File: src/design/uart_pkg.sv
// register map, field positions and payload types shared by every uart_lite RTL block
package uart_pkg;

  //////////////////////////////////////////////////////////////////////
  // bus widths and register map
  localparam int ADDR_W = 3;
  localparam int DATA_W = 8;

  localparam logic [ADDR_W-1:0] REG_RB_TR = 3'd0;  // rx buffer / tx holding, dl1 under dlab
  localparam logic [ADDR_W-1:0] REG_IE    = 3'd1;  // int enable, dl2 under dlab
  localparam logic [ADDR_W-1:0] REG_II_FC = 3'd2;  // iir on read, fcr on write
  localparam logic [ADDR_W-1:0] REG_LC    = 3'd3;
  localparam logic [ADDR_W-1:0] REG_MC    = 3'd4;
  localparam logic [ADDR_W-1:0] REG_LS    = 3'd5;
  localparam logic [ADDR_W-1:0] REG_SR    = 3'd7;  // scratch

  //////////////////////////////////////////////////////////////////////
  // baud and fifo sizing
  localparam int DIV_W      = 16;  // divisor latch
  localparam int OVERSAMPLE = 16;  // baud enables per bit
  localparam int FIFO_DEPTH = 16;
  localparam int FIFO_CNT_W = 5;   // holds 0..16

  // reset values and iir identification codes
  localparam logic [DATA_W-1:0] LCR_RESET = 8'h03;  // 8n1
  localparam logic [3:0]        IIR_NONE  = 4'b0001;
  localparam logic [2:0]        II_RLS    = 3'd3;   // highest priority
  localparam logic [2:0]        II_RDA    = 3'd2;
  localparam logic [2:0]        II_THRE   = 3'd1;

  // bit positions
  localparam int LC_DLAB = 7;
  localparam int MC_LOOP = 4;
  localparam int IE_RDA  = 0;
  localparam int IE_THRE = 1;
  localparam int IE_RLS  = 2;

  //////////////////////////////////////////////////////////////////////
  // fifo payloads
  typedef logic [DATA_W-1:0] tx_char_t;

  typedef struct packed {
    logic [DATA_W-1:0] data;
    logic              fe;  // stop bit sampled low
  } rx_char_t;

endpackage

File: src/design/uart_fifo.sv
// 16-entry synchronous FIFO, payload set by type parameter, used for tx bytes and rx chars
module uart_fifo #(
  parameter type payload_t = logic [7:0]
) (
  input  logic                            clk,
  input  logic                            wb_rst_i,
  input  logic                            clear_i,
  input  logic                            push_i,
  input  logic                            pop_i,
  input  payload_t                        data_i,
  output payload_t                        data_o,
  output logic [uart_pkg::FIFO_CNT_W-1:0] count_o,
  output logic                            full_o
);
  import uart_pkg::*;

  payload_t              mem [FIFO_DEPTH];
  logic [FIFO_CNT_W-2:0] wr_ptr;   // wraps at depth
  logic [FIFO_CNT_W-2:0] rd_ptr;
  logic                  do_push;
  logic                  do_pop;

  assign full_o  = (count_o == FIFO_CNT_W'(FIFO_DEPTH));
  assign do_push = push_i && !full_o;      // push into full fifo is dropped
  assign do_pop  = pop_i && (count_o != '0); // pop from empty ignored
  assign data_o  = mem[rd_ptr];             // head shown combinationally

  always_ff @(posedge clk or posedge wb_rst_i) begin
    if (wb_rst_i) begin
      wr_ptr  <= '0;
      rd_ptr  <= '0;
      count_o <= '0;
    end else if (clear_i) begin  // fcr reset empties the fifo
      wr_ptr  <= '0;
      rd_ptr  <= '0;
      count_o <= '0;
    end else begin
      if (do_push) wr_ptr <= wr_ptr + 1'b1;
      if (do_pop)  rd_ptr <= rd_ptr + 1'b1;
      count_o <= count_o + FIFO_CNT_W'(do_push) - FIFO_CNT_W'(do_pop);
    end
  end

  // storage
  always_ff @(posedge clk) begin
    if (do_push) begin
      mem[wr_ptr] <= data_i;
    end
  end

endmodule

File: src/design/uart_baud_gen.sv
// divisor counter that produces the 16x oversampling enable for tx and rx
module uart_baud_gen (
  input  logic                       clk,
  input  logic                       wb_rst_i,
  input  logic [uart_pkg::DIV_W-1:0] dl_i,
  input  logic                       start_i,   // dl1 written, restart count
  output logic                       baud_en_o
);
  import uart_pkg::*;

  logic [DIV_W-1:0] dlc;  // down counter

  always_ff @(posedge clk or posedge wb_rst_i) begin
    if (wb_rst_i) begin
      dlc <= '0;
    end else if (start_i || dlc == '0) begin
      dlc <= dl_i - DIV_W'(1);  // period of dl clocks
    end else begin
      dlc <= dlc - DIV_W'(1);
    end
  end

  // one clock pulse per period, silent while divisor is zero
  always_ff @(posedge clk or posedge wb_rst_i) begin
    if (wb_rst_i) begin
      baud_en_o <= 1'b0;
    end else begin
      baud_en_o <= (dlc == '0) && (dl_i != '0);
    end
  end

endmodule

File: src/design/uart_tx.sv
// transmit path: tx FIFO plus 8N1 serializer, one bit per 16 baud enables
module uart_tx (
  input  logic                            clk,
  input  logic                            wb_rst_i,
  input  logic                            baud_en_i,
  input  logic                            push_i,
  input  uart_pkg::tx_char_t              data_i,
  input  logic                            fifo_reset_i,
  output logic                            serial_o,
  output logic [uart_pkg::FIFO_CNT_W-1:0] count_o,
  output logic                            idle_o
);
  import uart_pkg::*;

  typedef enum logic [1:0] {TX_IDLE, TX_START, TX_DATA, TX_STOP} tx_state_t;
  typedef logic [$clog2(OVERSAMPLE)-1:0] tick_t;

  tx_state_t  state;
  tx_char_t   head;     // fifo head
  tx_char_t   shreg;    // lsb goes out next
  tick_t      tick;     // enables within current bit
  logic [2:0] bit_cnt;
  logic       pop;
  logic       bit_end;

  assign idle_o  = (state == TX_IDLE);
  assign pop     = idle_o && (count_o != '0) && baud_en_i;  // start aligned to an enable
  assign bit_end = baud_en_i && (&tick);

  uart_fifo #(.payload_t(tx_char_t)) tx_fifo_i (
    .clk      (clk),
    .wb_rst_i (wb_rst_i),
    .clear_i  (fifo_reset_i),
    .push_i   (push_i),
    .pop_i    (pop),
    .data_i   (data_i),
    .data_o   (head),
    .count_o  (count_o),
    .full_o   ()           // full writes are just dropped
  );

  //////////////////////////////////////////////////////////////////////
  // serializer FSM
  always_ff @(posedge clk or posedge wb_rst_i) begin
    if (wb_rst_i) begin
      state    <= TX_IDLE;
      serial_o <= 1'b1;  // line idles high
      tick     <= '0;
      bit_cnt  <= '0;
    end else begin
      if (baud_en_i && !idle_o) tick <= tick + 1'b1;
      case (state)
        TX_IDLE: if (pop) begin
          state    <= TX_START;
          serial_o <= 1'b0;  // start bit
          tick     <= '0;
        end
        TX_START: if (bit_end) begin
          state    <= TX_DATA;
          serial_o <= shreg[0];
          bit_cnt  <= '0;
        end
        TX_DATA: if (bit_end) begin
          bit_cnt <= bit_cnt + 1'b1;
          if (&bit_cnt) begin
            state    <= TX_STOP;
            serial_o <= 1'b1;         // stop bit
          end else begin
            serial_o <= shreg[1];     // next bit, before the shift lands
          end
        end
        TX_STOP: if (bit_end) state <= TX_IDLE;
        default: state <= TX_IDLE;
      endcase
    end
  end

  // shift register payload
  always_ff @(posedge clk) begin
    if (pop) begin
      shreg <= head;
    end else if (state == TX_DATA && bit_end) begin
      shreg <= shreg >> 1;
    end
  end

endmodule

File: src/design/uart_rx.sv
// receive path: input sync, 16x oversampled deserializer, framing check and rx FIFO
module uart_rx (
  input  logic                            clk,
  input  logic                            wb_rst_i,
  input  logic                            baud_en_i,
  input  logic                            serial_i,
  input  logic                            pop_i,
  input  logic                            fifo_reset_i,
  output uart_pkg::rx_char_t              head_o,
  output logic [uart_pkg::FIFO_CNT_W-1:0] count_o,
  output logic                            overrun_o,
  output logic                            push_o     // char received
);
  import uart_pkg::*;

  typedef enum logic [1:0] {RX_IDLE, RX_START, RX_DATA, RX_STOP} rx_state_t;
  typedef logic [$clog2(OVERSAMPLE)-1:0] tick_t;

  rx_state_t         state;
  logic [1:0]        sync;     // metastability flops
  logic              rx_s;
  tick_t             tick;
  logic [2:0]        bit_cnt;
  logic              bit_end;  // sample point, mid-bit
  logic [DATA_W-1:0] shreg;
  logic              fe;
  logic              full;
  rx_char_t          rx_char;

  // two flop sync, preset to idle level
  always_ff @(posedge clk or posedge wb_rst_i) begin
    if (wb_rst_i) begin
      sync <= 2'b11;
    end else begin
      sync <= {sync[0], serial_i};
    end
  end

  assign rx_s    = sync[1];
  assign bit_end = baud_en_i && (&tick);

  //////////////////////////////////////////////////////////////////////
  // deserializer FSM
  always_ff @(posedge clk or posedge wb_rst_i) begin
    if (wb_rst_i) begin
      state   <= RX_IDLE;
      tick    <= '0;
      bit_cnt <= '0;
      push_o  <= 1'b0;
    end else begin
      push_o <= 1'b0;
      if (baud_en_i && state != RX_IDLE) tick <= tick + 1'b1;
      case (state)
        // line idles high, so low seen here is the start edge
        RX_IDLE: if (baud_en_i && !rx_s) begin
          state <= RX_START;
          tick  <= tick_t'(OVERSAMPLE / 2);  // wraps after half a bit
        end
        RX_START: if (bit_end) begin
          state   <= rx_s ? RX_IDLE : RX_DATA;  // glitch, back to idle
          bit_cnt <= '0;
        end
        RX_DATA: if (bit_end) begin
          bit_cnt <= bit_cnt + 1'b1;
          if (&bit_cnt) state <= RX_STOP;
        end
        RX_STOP: if (bit_end) begin
          state  <= RX_IDLE;
          push_o <= 1'b1;
        end
        default: state <= RX_IDLE;
      endcase
    end
  end

  // data and framing flag, lsb first
  always_ff @(posedge clk) begin
    if (bit_end && state == RX_DATA) shreg <= {rx_s, shreg[DATA_W-1:1]};
    if (bit_end && state == RX_STOP) fe <= !rx_s;
  end

  assign rx_char   = '{data: shreg, fe: fe};
  assign overrun_o = push_o && full;  // char lost

  uart_fifo #(.payload_t(rx_char_t)) rx_fifo_i (
    .clk      (clk),
    .wb_rst_i (wb_rst_i),
    .clear_i  (fifo_reset_i),
    .push_i   (push_o),
    .pop_i    (pop_i),
    .data_i   (rx_char),
    .data_o   (head_o),
    .count_o  (count_o),
    .full_o   (full)
  );

endmodule

File: src/design/uart_regs.sv
// register file with read mux, LSR/IIR status and interrupt pending logic for the bus side
module uart_regs (
  input  logic                            clk,
  input  logic                            wb_rst_i,
  input  logic [uart_pkg::ADDR_W-1:0]     wb_addr_i,
  input  logic [uart_pkg::DATA_W-1:0]     wb_dat_i,
  output logic [uart_pkg::DATA_W-1:0]     wb_dat_o,
  input  logic                            wb_we_i,
  input  logic                            wb_re_i,
  input  logic [uart_pkg::FIFO_CNT_W-1:0] tf_count_i,
  input  logic                            tx_idle_i,
  input  logic [uart_pkg::FIFO_CNT_W-1:0] rf_count_i,
  input  uart_pkg::rx_char_t              rf_head_i,
  input  logic                            rf_overrun_i,
  input  logic                            rf_push_i,
  output logic                            tf_push_o,
  output uart_pkg::tx_char_t              tf_data_o,
  output logic                            tx_reset_o,
  output logic                            rf_pop_o,
  output logic                            rx_reset_o,
  output logic [uart_pkg::DIV_W-1:0]      dl_o,
  output logic                            start_dlc_o,
  output logic                            loopback_o,
  output logic                            int_o
);
  import uart_pkg::*;

  logic [3:0]        ier;
  logic [DATA_W-1:0] lcr;
  logic [4:0]        mcr;
  logic [DATA_W-1:0] scratch;
  logic [DATA_W-1:0] lsr;
  logic [3:0]        iir;
  logic              dlab, wr_tr, rd_rb, rd_iir, rd_lsr, rd_lsr_d, lsr_clr;
  logic              dr, oe, fe, thre, temt, head_chk;
  logic              rls_pnd, rda_pnd, thre_int, thre_int_d, thre_pnd;

  assign dlab       = lcr[LC_DLAB];
  assign loopback_o = mcr[MC_LOOP];
  assign wr_tr      = wb_we_i && wb_addr_i == REG_RB_TR && !dlab;
  assign rd_rb      = wb_re_i && wb_addr_i == REG_RB_TR && !dlab;
  assign rd_iir     = wb_re_i && wb_addr_i == REG_II_FC;
  assign rd_lsr     = wb_re_i && wb_addr_i == REG_LS;

  //////////////////////////////////////////////////////////////////////
  // writes, strobes show up one clock after the bus access
  always_ff @(posedge clk or posedge wb_rst_i) begin
    if (wb_rst_i) begin
      ier <= '0; lcr <= LCR_RESET; mcr <= '0; dl_o <= '0;
      tf_push_o   <= 1'b0;
      rf_pop_o    <= 1'b0;
      start_dlc_o <= 1'b0;
      rx_reset_o  <= 1'b0;
      tx_reset_o  <= 1'b0;
    end else begin
      tf_push_o   <= wr_tr;
      rf_pop_o    <= rd_rb;
      start_dlc_o <= wb_we_i && wb_addr_i == REG_RB_TR && dlab;
      rx_reset_o  <= wb_we_i && wb_addr_i == REG_II_FC && wb_dat_i[1];  // fcr bit 1
      tx_reset_o  <= wb_we_i && wb_addr_i == REG_II_FC && wb_dat_i[2];  // fcr bit 2
      if (wb_we_i) begin
        case (wb_addr_i)
          REG_RB_TR: if (dlab) dl_o[DATA_W-1:0] <= wb_dat_i;
          REG_IE: if (dlab) dl_o[DIV_W-1:DATA_W] <= wb_dat_i;
                  else ier <= wb_dat_i[3:0];
          REG_LC: lcr <= wb_dat_i;
          REG_MC: mcr <= wb_dat_i[4:0];
          default: ;
        endcase
      end
    end
  end

  // payload regs
  always_ff @(posedge clk) begin
    if (wr_tr) tf_data_o <= wb_dat_i;
    if (wb_we_i && wb_addr_i == REG_SR) scratch <= wb_dat_i;
  end

  //////////////////////////////////////////////////////////////////////
  // line status
  assign dr      = (rf_count_i != '0);
  assign thre    = (tf_count_i == '0);
  assign temt    = thre && tx_idle_i;  // shifter done too
  assign lsr     = {1'b0, temt, thre, 1'b0, fe, 1'b0, oe, dr};
  assign lsr_clr = rd_lsr && !rd_lsr_d;  // first cycle of lsr read

  // interrupt sources
  assign rls_pnd  = ier[IE_RLS] && (oe || fe);
  assign rda_pnd  = ier[IE_RDA] && dr;
  assign thre_int = ier[IE_THRE] && thre;

  always_ff @(posedge clk or posedge wb_rst_i) begin
    if (wb_rst_i) begin
      rd_lsr_d <= 1'b0; oe <= 1'b0; fe <= 1'b0; head_chk <= 1'b0;
      thre_int_d <= 1'b0;
      thre_pnd   <= 1'b0;
      int_o      <= 1'b0;
    end else begin
      rd_lsr_d <= rd_lsr;
      head_chk <= rf_pop_o || (rf_push_i && !dr);  // new char reaches head
      oe       <= (oe && !lsr_clr) || rf_overrun_i;
      fe       <= (fe && !lsr_clr) || (head_chk && dr && rf_head_i.fe);
      thre_int_d <= thre_int;
      if (wr_tr || (rd_iir && iir == {II_THRE, 1'b0}) || !ier[IE_THRE]) begin
        thre_pnd <= 1'b0;
      end else if (thre_int && !thre_int_d) begin
        thre_pnd <= 1'b1;  // fifo just went empty
      end
      int_o <= rls_pnd || rda_pnd || thre_pnd;
    end
  end

  // priority rls > rda > thre, bit 0 low when pending
  always_comb begin
    if (rls_pnd)       iir = {II_RLS, 1'b0};
    else if (rda_pnd)  iir = {II_RDA, 1'b0};
    else if (thre_pnd) iir = {II_THRE, 1'b0};
    else               iir = IIR_NONE;
  end

  // read mux, combinational from address
  always_comb begin
    case (wb_addr_i)
      REG_RB_TR: wb_dat_o = dlab ? dl_o[DATA_W-1:0] : rf_head_i.data;
      REG_IE:    wb_dat_o = dlab ? dl_o[DIV_W-1:DATA_W] : {4'b0, ier};
      REG_II_FC: wb_dat_o = 8'hC0 | {4'b0, iir};  // fifos always on
      REG_LC:    wb_dat_o = lcr;
      REG_MC:    wb_dat_o = {3'b0, mcr};
      REG_LS:    wb_dat_o = lsr;
      REG_SR:    wb_dat_o = scratch;
      default:   wb_dat_o = '0;
    endcase
  end

endmodule

File: src/design/uart_core.sv
// uart_lite top: register block, baud generator, tx and rx paths plus loopback muxes
module uart_core (
  input  logic                        clk,
  input  logic                        wb_rst_i,
  input  logic [uart_pkg::ADDR_W-1:0] wb_addr_i,
  input  logic [uart_pkg::DATA_W-1:0] wb_dat_i,
  output logic [uart_pkg::DATA_W-1:0] wb_dat_o,
  input  logic                        wb_we_i,
  input  logic                        wb_re_i,
  input  logic                        srx_pad_i,
  output logic                        stx_pad_o,
  output logic                        int_o,
  output logic                        baud_o
);
  import uart_pkg::*;

  logic [FIFO_CNT_W-1:0] tf_count, rf_count;
  logic [DIV_W-1:0]      dl;
  tx_char_t              tf_data;
  rx_char_t              rf_head;
  logic                  tf_push, tx_reset, tx_idle, tx_serial;
  logic                  rf_pop, rx_reset, rf_overrun, rf_push, rx_serial;
  logic                  start_dlc, loopback;

  // loopback, tx folds back into rx, pad held idle
  assign rx_serial = loopback ? tx_serial : srx_pad_i;
  assign stx_pad_o = loopback ? 1'b1 : tx_serial;

  uart_regs regs_i (
    .clk (clk), .wb_rst_i (wb_rst_i),
    .wb_addr_i (wb_addr_i), .wb_dat_i (wb_dat_i), .wb_dat_o (wb_dat_o),
    .wb_we_i (wb_we_i), .wb_re_i (wb_re_i),
    .tf_count_i (tf_count), .tx_idle_i (tx_idle),
    .rf_count_i (rf_count), .rf_head_i (rf_head),
    .rf_overrun_i (rf_overrun), .rf_push_i (rf_push),
    .tf_push_o (tf_push), .tf_data_o (tf_data), .tx_reset_o (tx_reset),
    .rf_pop_o (rf_pop), .rx_reset_o (rx_reset),
    .dl_o (dl), .start_dlc_o (start_dlc), .loopback_o (loopback), .int_o (int_o)
  );

  uart_baud_gen baud_gen_i (
    .clk (clk), .wb_rst_i (wb_rst_i),
    .dl_i (dl), .start_i (start_dlc), .baud_en_o (baud_o)
  );

  uart_tx tx_i (
    .clk (clk), .wb_rst_i (wb_rst_i), .baud_en_i (baud_o),
    .push_i (tf_push), .data_i (tf_data), .fifo_reset_i (tx_reset),
    .serial_o (tx_serial), .count_o (tf_count), .idle_o (tx_idle)
  );

  uart_rx rx_i (
    .clk (clk), .wb_rst_i (wb_rst_i), .baud_en_i (baud_o),
    .serial_i (rx_serial), .pop_i (rf_pop), .fifo_reset_i (rx_reset),
    .head_o (rf_head), .count_o (rf_count),
    .overrun_o (rf_overrun), .push_o (rf_push)
  );

endmodule

File: config.mk
export PLATFORM = sky130hd
export DESIGN_NAME = uart_core
export DESIGN_NICKNAME = d
export VERILOG_FILES = /design/src/design/uart_pkg.sv /design/src/design/uart_fifo.sv /design/src/design/uart_baud_gen.sv /design/src/design/uart_tx.sv /design/src/design/uart_rx.sv /design/src/design/uart_regs.sv /design/src/design/uart_core.sv
export SDC_FILE = /design/constraint.sdc
export NUM_CORES = 1
export LEC_CHECK = 0
export ABC_AREA = 0
export BUFFER_PORTS_ARGS = -buffer_cell sky130_fd_sc_hd__buf_2
export CORE_ASPECT_RATIO = 1.1
export CORE_UTILIZATION = 50
export CTS_CLUSTER_SIZE = 24
export DETAILED_ROUTE_END_ITERATION = 10
export GPL_ROUTABILITY_DRIVEN = 0
export PLACE_DENSITY = 0.64
export SYNTH_ARGS = -nofsm -noshare
export SYNTH_HDL_FRONTEND = slang
export SYNTH_SLANG_ARGS = --single-unit
File: constraint.sdc
create_clock -name clk -period 4.5 [get_ports clk]
set_clock_uncertainty 0.05 [all_clocks]
set_input_delay 0.9 -clock clk [delete_from_list [all_inputs] [get_ports clk]]
set_output_delay 0.9 -clock clk [all_outputs]
set_load 0.01 [all_outputs]
== Word-level counts from Yosys, hierarchy flattened ==
Memories as Yosys holds them, arrays and structs flattened.
Index checks and enable logic that the tools add are counted.

* Register bits: 143
* Output and inout bits: 11
* Bits of input ports: 16
* Bits in writable memories: 272
* Memories kept: 2

* Bitwise operators: 1
* Muxes and demuxes: 59
* Reductions and logical operators: 90
* Eq/ne operators: 25
* Add/subtract/negate cells: 14

{| class="wikitable"
|+ Memories
! name !! words !! bits a word !! rd ports !! clocked after memory_dff !! write ports !! RTL line !! RTL
|-
| rx_i.rx_fifo_i.mem || 16 || 9 || 1 || 0 || 1 || uart_fifo.sv:17 || <nowiki>payload_t mem [FIFO_DEPTH];</nowiki>
|-
| tx_i.tx_fifo_i.mem || 16 || 8 || 1 || 0 || 1 || uart_fifo.sv:17 ||
|}

{| class="wikitable"
|+ Operators by type and width
! kind !! number
|-
| 2-to-1 mux 4 bit || 16
|-
| case mux 8 bit (7 select lines) || 1
|-
| logical AND 1 bit || 39
|-
| 2-to-1 mux 8 bit || 4
|-
| subtractor 16 x 1 -> 16 bit, second input constant || 2
|-
| adder 4 x 1 -> 4 bit, second input constant || 6
|-
| 2-to-1 mux 2 bit || 12
|-
| AND reduction 3 bit || 7
|-
| != test 2 x 1 -> 1 bit, second input constant || 10
|-
| nonzero test 2 bit || 9
|-
| zero test 16 bit || 1
|-
| 2-to-1 mux 16 bit || 1
|-
| case mux 2 bit (4 select lines) || 2
|-
| nonzero test 16 bit || 1
|-
| 2-to-1 mux 1 bit || 14
|-
| 2-to-1 mux 3 bit || 4
|-
| case mux 3 bit (2 select lines) || 2
|-
| AND reduction 4 bit || 3
|-
| adder 5 x 1 -> 5 bit || 2
|-
| == test 5 bit, second input constant || 2
|-
| zero test 1 bit || 10
|-
| 2-to-1 mux 5 bit || 2
|-
| AND reduction 5 bit || 2
|-
| nonzero test 5 bit || 2
|-
| 16 further kinds || 35
|}

== Longest topological paths before layout ==
* Word-level depth: 9
* Mapped depth: 17

== Modules after synthesis ==
Synthesis repeated with hierarchy kept, for this count alone.

* Cells, all modules: 1180
* Area total of the unflattened synthesis: 18137.4 µm²

{| class="wikitable"
|+ By module, submodules not included
! module !! cells each !! times used !! seq. area each (µm²) !! area an instance (µm²)
|-
| uart_fifo (rx_i.rx_fifo_i) || 360 || 1 || 4649.5 || 6442.4
|-
| uart_fifo (tx_i.tx_fifo_i) || 334 || 1 || 4169.0 || 5806.8
|-
| uart_regs || 213 || 1 || 1609.0 || 2770.2
|-
| uart_baud_gen || 123 || 1 || 425.4 || 1186.1
|-
| uart_tx || 79 || 1 || 491.7 || 1017.2
|-
| uart_rx || 69 || 1 || 573.0 || 893.4
|-
| uart_core || 2 || 1 || 0.0 || 21.3
|}

== Worst setup path after synthesis ==
OpenSTA, ideal clock, no wires.

* Kind: register to register
* Start point: reg tx_i.tx_fifo_i.count_o[3] in the netlist's numbering
* End point: reg tx_i.tx_fifo_i.count_o[4] in the netlist's numbering
* Data required time: 4.372 ns
* Clock period less this slack: 3.436 ns
* Path buffers: 2
* Data arrival time: 3.308 ns
* Slack: 1.064 ns
* Cell stages (with the launch flop): 18
* Cell sequence: dfrtp_1 > inv_1 > ha_1 > or4b_2 > clkbuf_1 > nand3_1 > inv_1 > clkbuf_1 > ha_1 > inv_1 > ha_1 > inv_1 > fa_1 > inv_1 > a21oi_1 > nor2_1 > or3_1 > a21oi_1

* Cells in the longest elaborated chain, start to end: 6

{| class="wikitable"
|+ RTL lines
! element !! RTL line !! RTL
|-
| start: declaration || uart_fifo.sv:12 || <nowiki>output logic [uart_pkg::FIFO_CNT_W-1:0] count_o,</nowiki>
|-
| start signal: assignment || uart_fifo.sv:40 || <nowiki>count_o <= count_o + FIFO_CNT_W'(do_push) - FIFO_CNT_W'(do_pop);</nowiki>
|-
| == test 5 bit / nonzero test 5 bit (equally long branches) || uart_fifo.sv:23, uart_fifo.sv:25, uart_tx.sv:27 ||
|-
| zero test 1 bit / logical AND 1 bit (equally long branches) || uart_fifo.sv:24, uart_tx.sv:27 ||
|-
| logical AND 1 bit, on equally long branches || uart_fifo.sv:24, uart_tx.sv:27 ||
|-
| adder 5 x 1 -> 5 bit / logical AND 1 bit (equally long branches) || uart_fifo.sv:40, uart_fifo.sv:25 ||
|-
| subtractor 5 x 1 -> 5 bit * || uart_fifo.sv:40 ||
|-
| 2-to-1 mux 5 bit * || uart_fifo.sv:33 || <nowiki>end else if (clear_i) begin</nowiki>
|}

Every way passes the cells marked *; elsewhere a longest branch is shown, timed or not.
A chain may end at the register's enable or synchronous reset.

== Worst setup path after layout ==
* Start point: reg rx_i.rx_fifo_i.rd_ptr[0]
* End point: out wb_dat_o[1] in the netlist's numbering

* Cells in the longest elaborated chain, start to end: 3

{| class="wikitable"
|+ RTL lines
! element !! RTL line !! RTL
|-
| start: declaration || uart_fifo.sv:19 || <nowiki>logic [FIFO_CNT_W-2:0] rd_ptr;</nowiki>
|-
| start signal: assignment || uart_fifo.sv:39 || <nowiki>if (do_pop) rd_ptr <= rd_ptr + 1'b1;</nowiki>
|-
| memory read (16 x 9 bit) || -- ||
|-
| 2-to-1 mux 8 bit || uart_regs.sv:125 || <nowiki>REG_RB_TR: wb_dat_o = dlab ? dl_o[DATA_W-1:0] : rf_head_i.data;</nowiki>
|-
| case mux 8 bit (7 select lines) || uart_regs.sv:124 || <nowiki>case (wb_addr_i)</nowiki>
|-
| end: declaration || uart_core.sv:7 || <nowiki>output logic [uart_pkg::DATA_W-1:0] wb_dat_o,</nowiki>
|}

Every way passes these cells.

==> qor.yml <==
max_slew.worst_pin.slew_ns: 1.093
die_h_um: 199.5
grt_pass1_vias: 9405
cts.sinks: 415
numCtsBuffers: 42
synth_nets: 1154
totalPowerFinal_uw: 8983
antenna_cells: 0
finalSetupViolations: 0
final_nets: 1196
cts_tree: "done"
core_mm2: 0.03456
grt.total_usage: 0.2079
hold_buffers: 0
p_leak_uw: 0.007108
clk_pin_slew_ns: 0.06
synth_most_common_cell: "edfxtp_1"
yosys_most_used_dff: "edfxtp_1"
multi_input_comb_area_mm2: 0.005542
drt_wl_total_um: 36380
syn_inst: 1098
pin_count: 27
synthTopCellsByArea: "edfxtp_1 (52%), dfrtp_1 (15%), mux4_2 (10%)"
grt_pass1_wl_um: 55870
ant_nets: 0
crit_type: "flip-flop to output port"
die-area_mm2: 0.03621
routed_via_density: 5.792
max_cap_violations: 0
crit_chain: "buf_4 -> mux4_1 -> mux4_2 -> a221o_1 -> buf_2"
num_vias: 9331
first_pass_iters: 5
clock.fmax_mhz: 238.2
port_buffers: 26
slew_violations: 0
setup.worst_path.start_class: "flip-flop"
yosysWarnings: 0
ctsResizeCount: 0
period_share: 0.9329
area_delta_synth_final_pct: 11.77
die_width_um: 181.5
ys_top_cells_by_count: "edfxtp_1 (305), dfrtp_1 (105), nand2_1 (90)"
cp-end-kind: "output port"
dpl.hpwl_um: 23550
async_flop_share: 0.2651
outcome: "completed"
grt_max_degree: 108
grt.overflow.total: 0
powerDensity_mw_per_mm2: 453.4
seqCellArea_mm2: 0.01192
avgRoutedWirePerCell_um: 22.58
synth_edf_count: 305
rows: 71
crit_family: "multiplexers"
ys_types: 62
cp.required_ns: 3.55
slew_headroom: 0.2659
clk_latency_ns: 0.55
layout-drive-gt1-share: 0.2157
clk_path_buf_depth: 3
critPathSlowestCell: "mux4_1"
peakVddDrop_uv: 326.1
dr.first_iter.drc_count: 719
ys_seq_elements: 415
htree_levels: 2
rsz0062_at_grt: "false"
cts_setup_buffers: 0
fin_crit_ns: 4.198
fillers: 2647
critPathArrivalTime_ns: 3.25
synth_top_area_cell: "edfxtp_1"
grt_antenna_before_repair: 0
drc: 0
synth_area_mm2: 0.01773
fin_tns_setup_ns: 0
max_stage_delay_ns: 0.63
synth.top_cell.area_share: 0.5167
cts-root-buf: "clkbuf_16"
syn_area_per_cell_um2: 16.14
yosysSeqAreaShare: 0.6723
worstPathMaxFanout: 33
final_hold_viol_count: 0
hp-class: "primary input to async pin"
initial_core_util: 0.5130
cp_num_buf_inv: 2
layout make-up:
cell class / instances / area share
Inverter: 41 / 0.007894
Clock inverter: 19 / 0.008841
Clock buffer: 58 / 0.06018
Tap cell: 438 / 0.02766
Sequential cell: 415 / 0.6017
Multi-Input combinational cell: 596 / 0.2797
Timing Repair Buffer: 44 / 0.01402
placed cells by master (no fill, tap or decap), drive strengths merged, types with 16 or more instances in the layout:
cell type,n
buf,44
mux2,38
inv,41
clkbuf,58
nor2,60
mux2i,19
dfrtp,105
a22o,16
and2,28
xor2,24
edfxtp,305
a21oi,28
mux4,85
nand2,90
nor4,17
ha,38
o21ai,20
through the flow:
stage,cells,setup WS [ns],utilization,area [µm²],hold WS [ns]
5_1_grt,1611,0.1605,0.5733,19810,0.1615
4_1_cts,1611,0.2324,0.5733,19810,0.1564
3_3_place_gp,1534,0.8638,0.5338,18450,0.2962
6_report,1611,0.3017,0.5733,19810,0.1792
3_5_place_dp,1534,0.8182,0.5338,18450,0.3024
2_1_floorplan,1098,0.6560,-,17730,0.2952
routing by layer:
metal  part of all wire  GRT usage  up-vias  wire length (µm)
met5                  0          0        -                 0
met4              0.024    0.06309        0               888
met3              0.047    0.03226       53              1711
met2               0.48     0.3415      211             17630
met1               0.44     0.2884     4764             16150
li1                   -          -     4303                 -
sequential cells by signal, indices dropped and copies added, names as in the netlist, 5 cells and up, named ones only:
signal                  count
rx_i.rx_fifo_i.mem        144
tx_i.tx_fifo_i.mem        128
baud_gen_i.dlc             16
regs_i.dl_o                16
regs_i.lcr                  8
regs_i.scratch              8
regs_i.tf_data_o            8
rx_i.shreg                  8
tx_i.shreg                  8
regs_i.mcr                  5
rx_i.rx_fifo_i.count_o      5
tx_i.tx_fifo_i.count_o      5
path summary, 6_finish.rpt:
path	cells after the start	from	end	slack [ns]
max	5	rx_i.rx_fifo_i.rd_ptr[0]	wb_dat_o[1]	0.30
min	2	wb_rst_i	tx_i.bit_cnt[0]	0.18
max reg2reg	15	tx_i.tx_fifo_i.count_o[3]	tx_i.tx_fifo_i.count_o[4]	0.84
min reg2reg	0	rx_i.sync[0]	rx_i.sync[1]	0.31
max in group asynchronous	3	wb_rst_i	baud_gen_i.dlc[1]	3.41
min in group clk	0	rx_i.sync[0]	rx_i.sync[1]	0.31
power by group:
part	internal [µW]	switching [µW]
sequential	4330	277
combinational	427	525
clock	1980	1450
total	6730	2250
kinds of logic (layout without fill, tap and decap cells):
| logic type | Yosys count | count (layout) | synth area share |
|---|---|---|---|
| and+or+nand+nor | 272 | 272 | 0.07609 |
| AOI/OAI and AO/OA | 105 | 105 | 0.04066 |
| DFF | 415 | 415 | 0.6723 |
| xor gates and xnor gates | 37 | 37 | 0.01828 |
| adders and majority gates | 40 | 40 | 0.02908 |
| muxes | 142 | 142 | 0.1437 |
| buffers and inverters | 87 | 162 | 0.01990 |
Power figures use the tool's default switching activity.
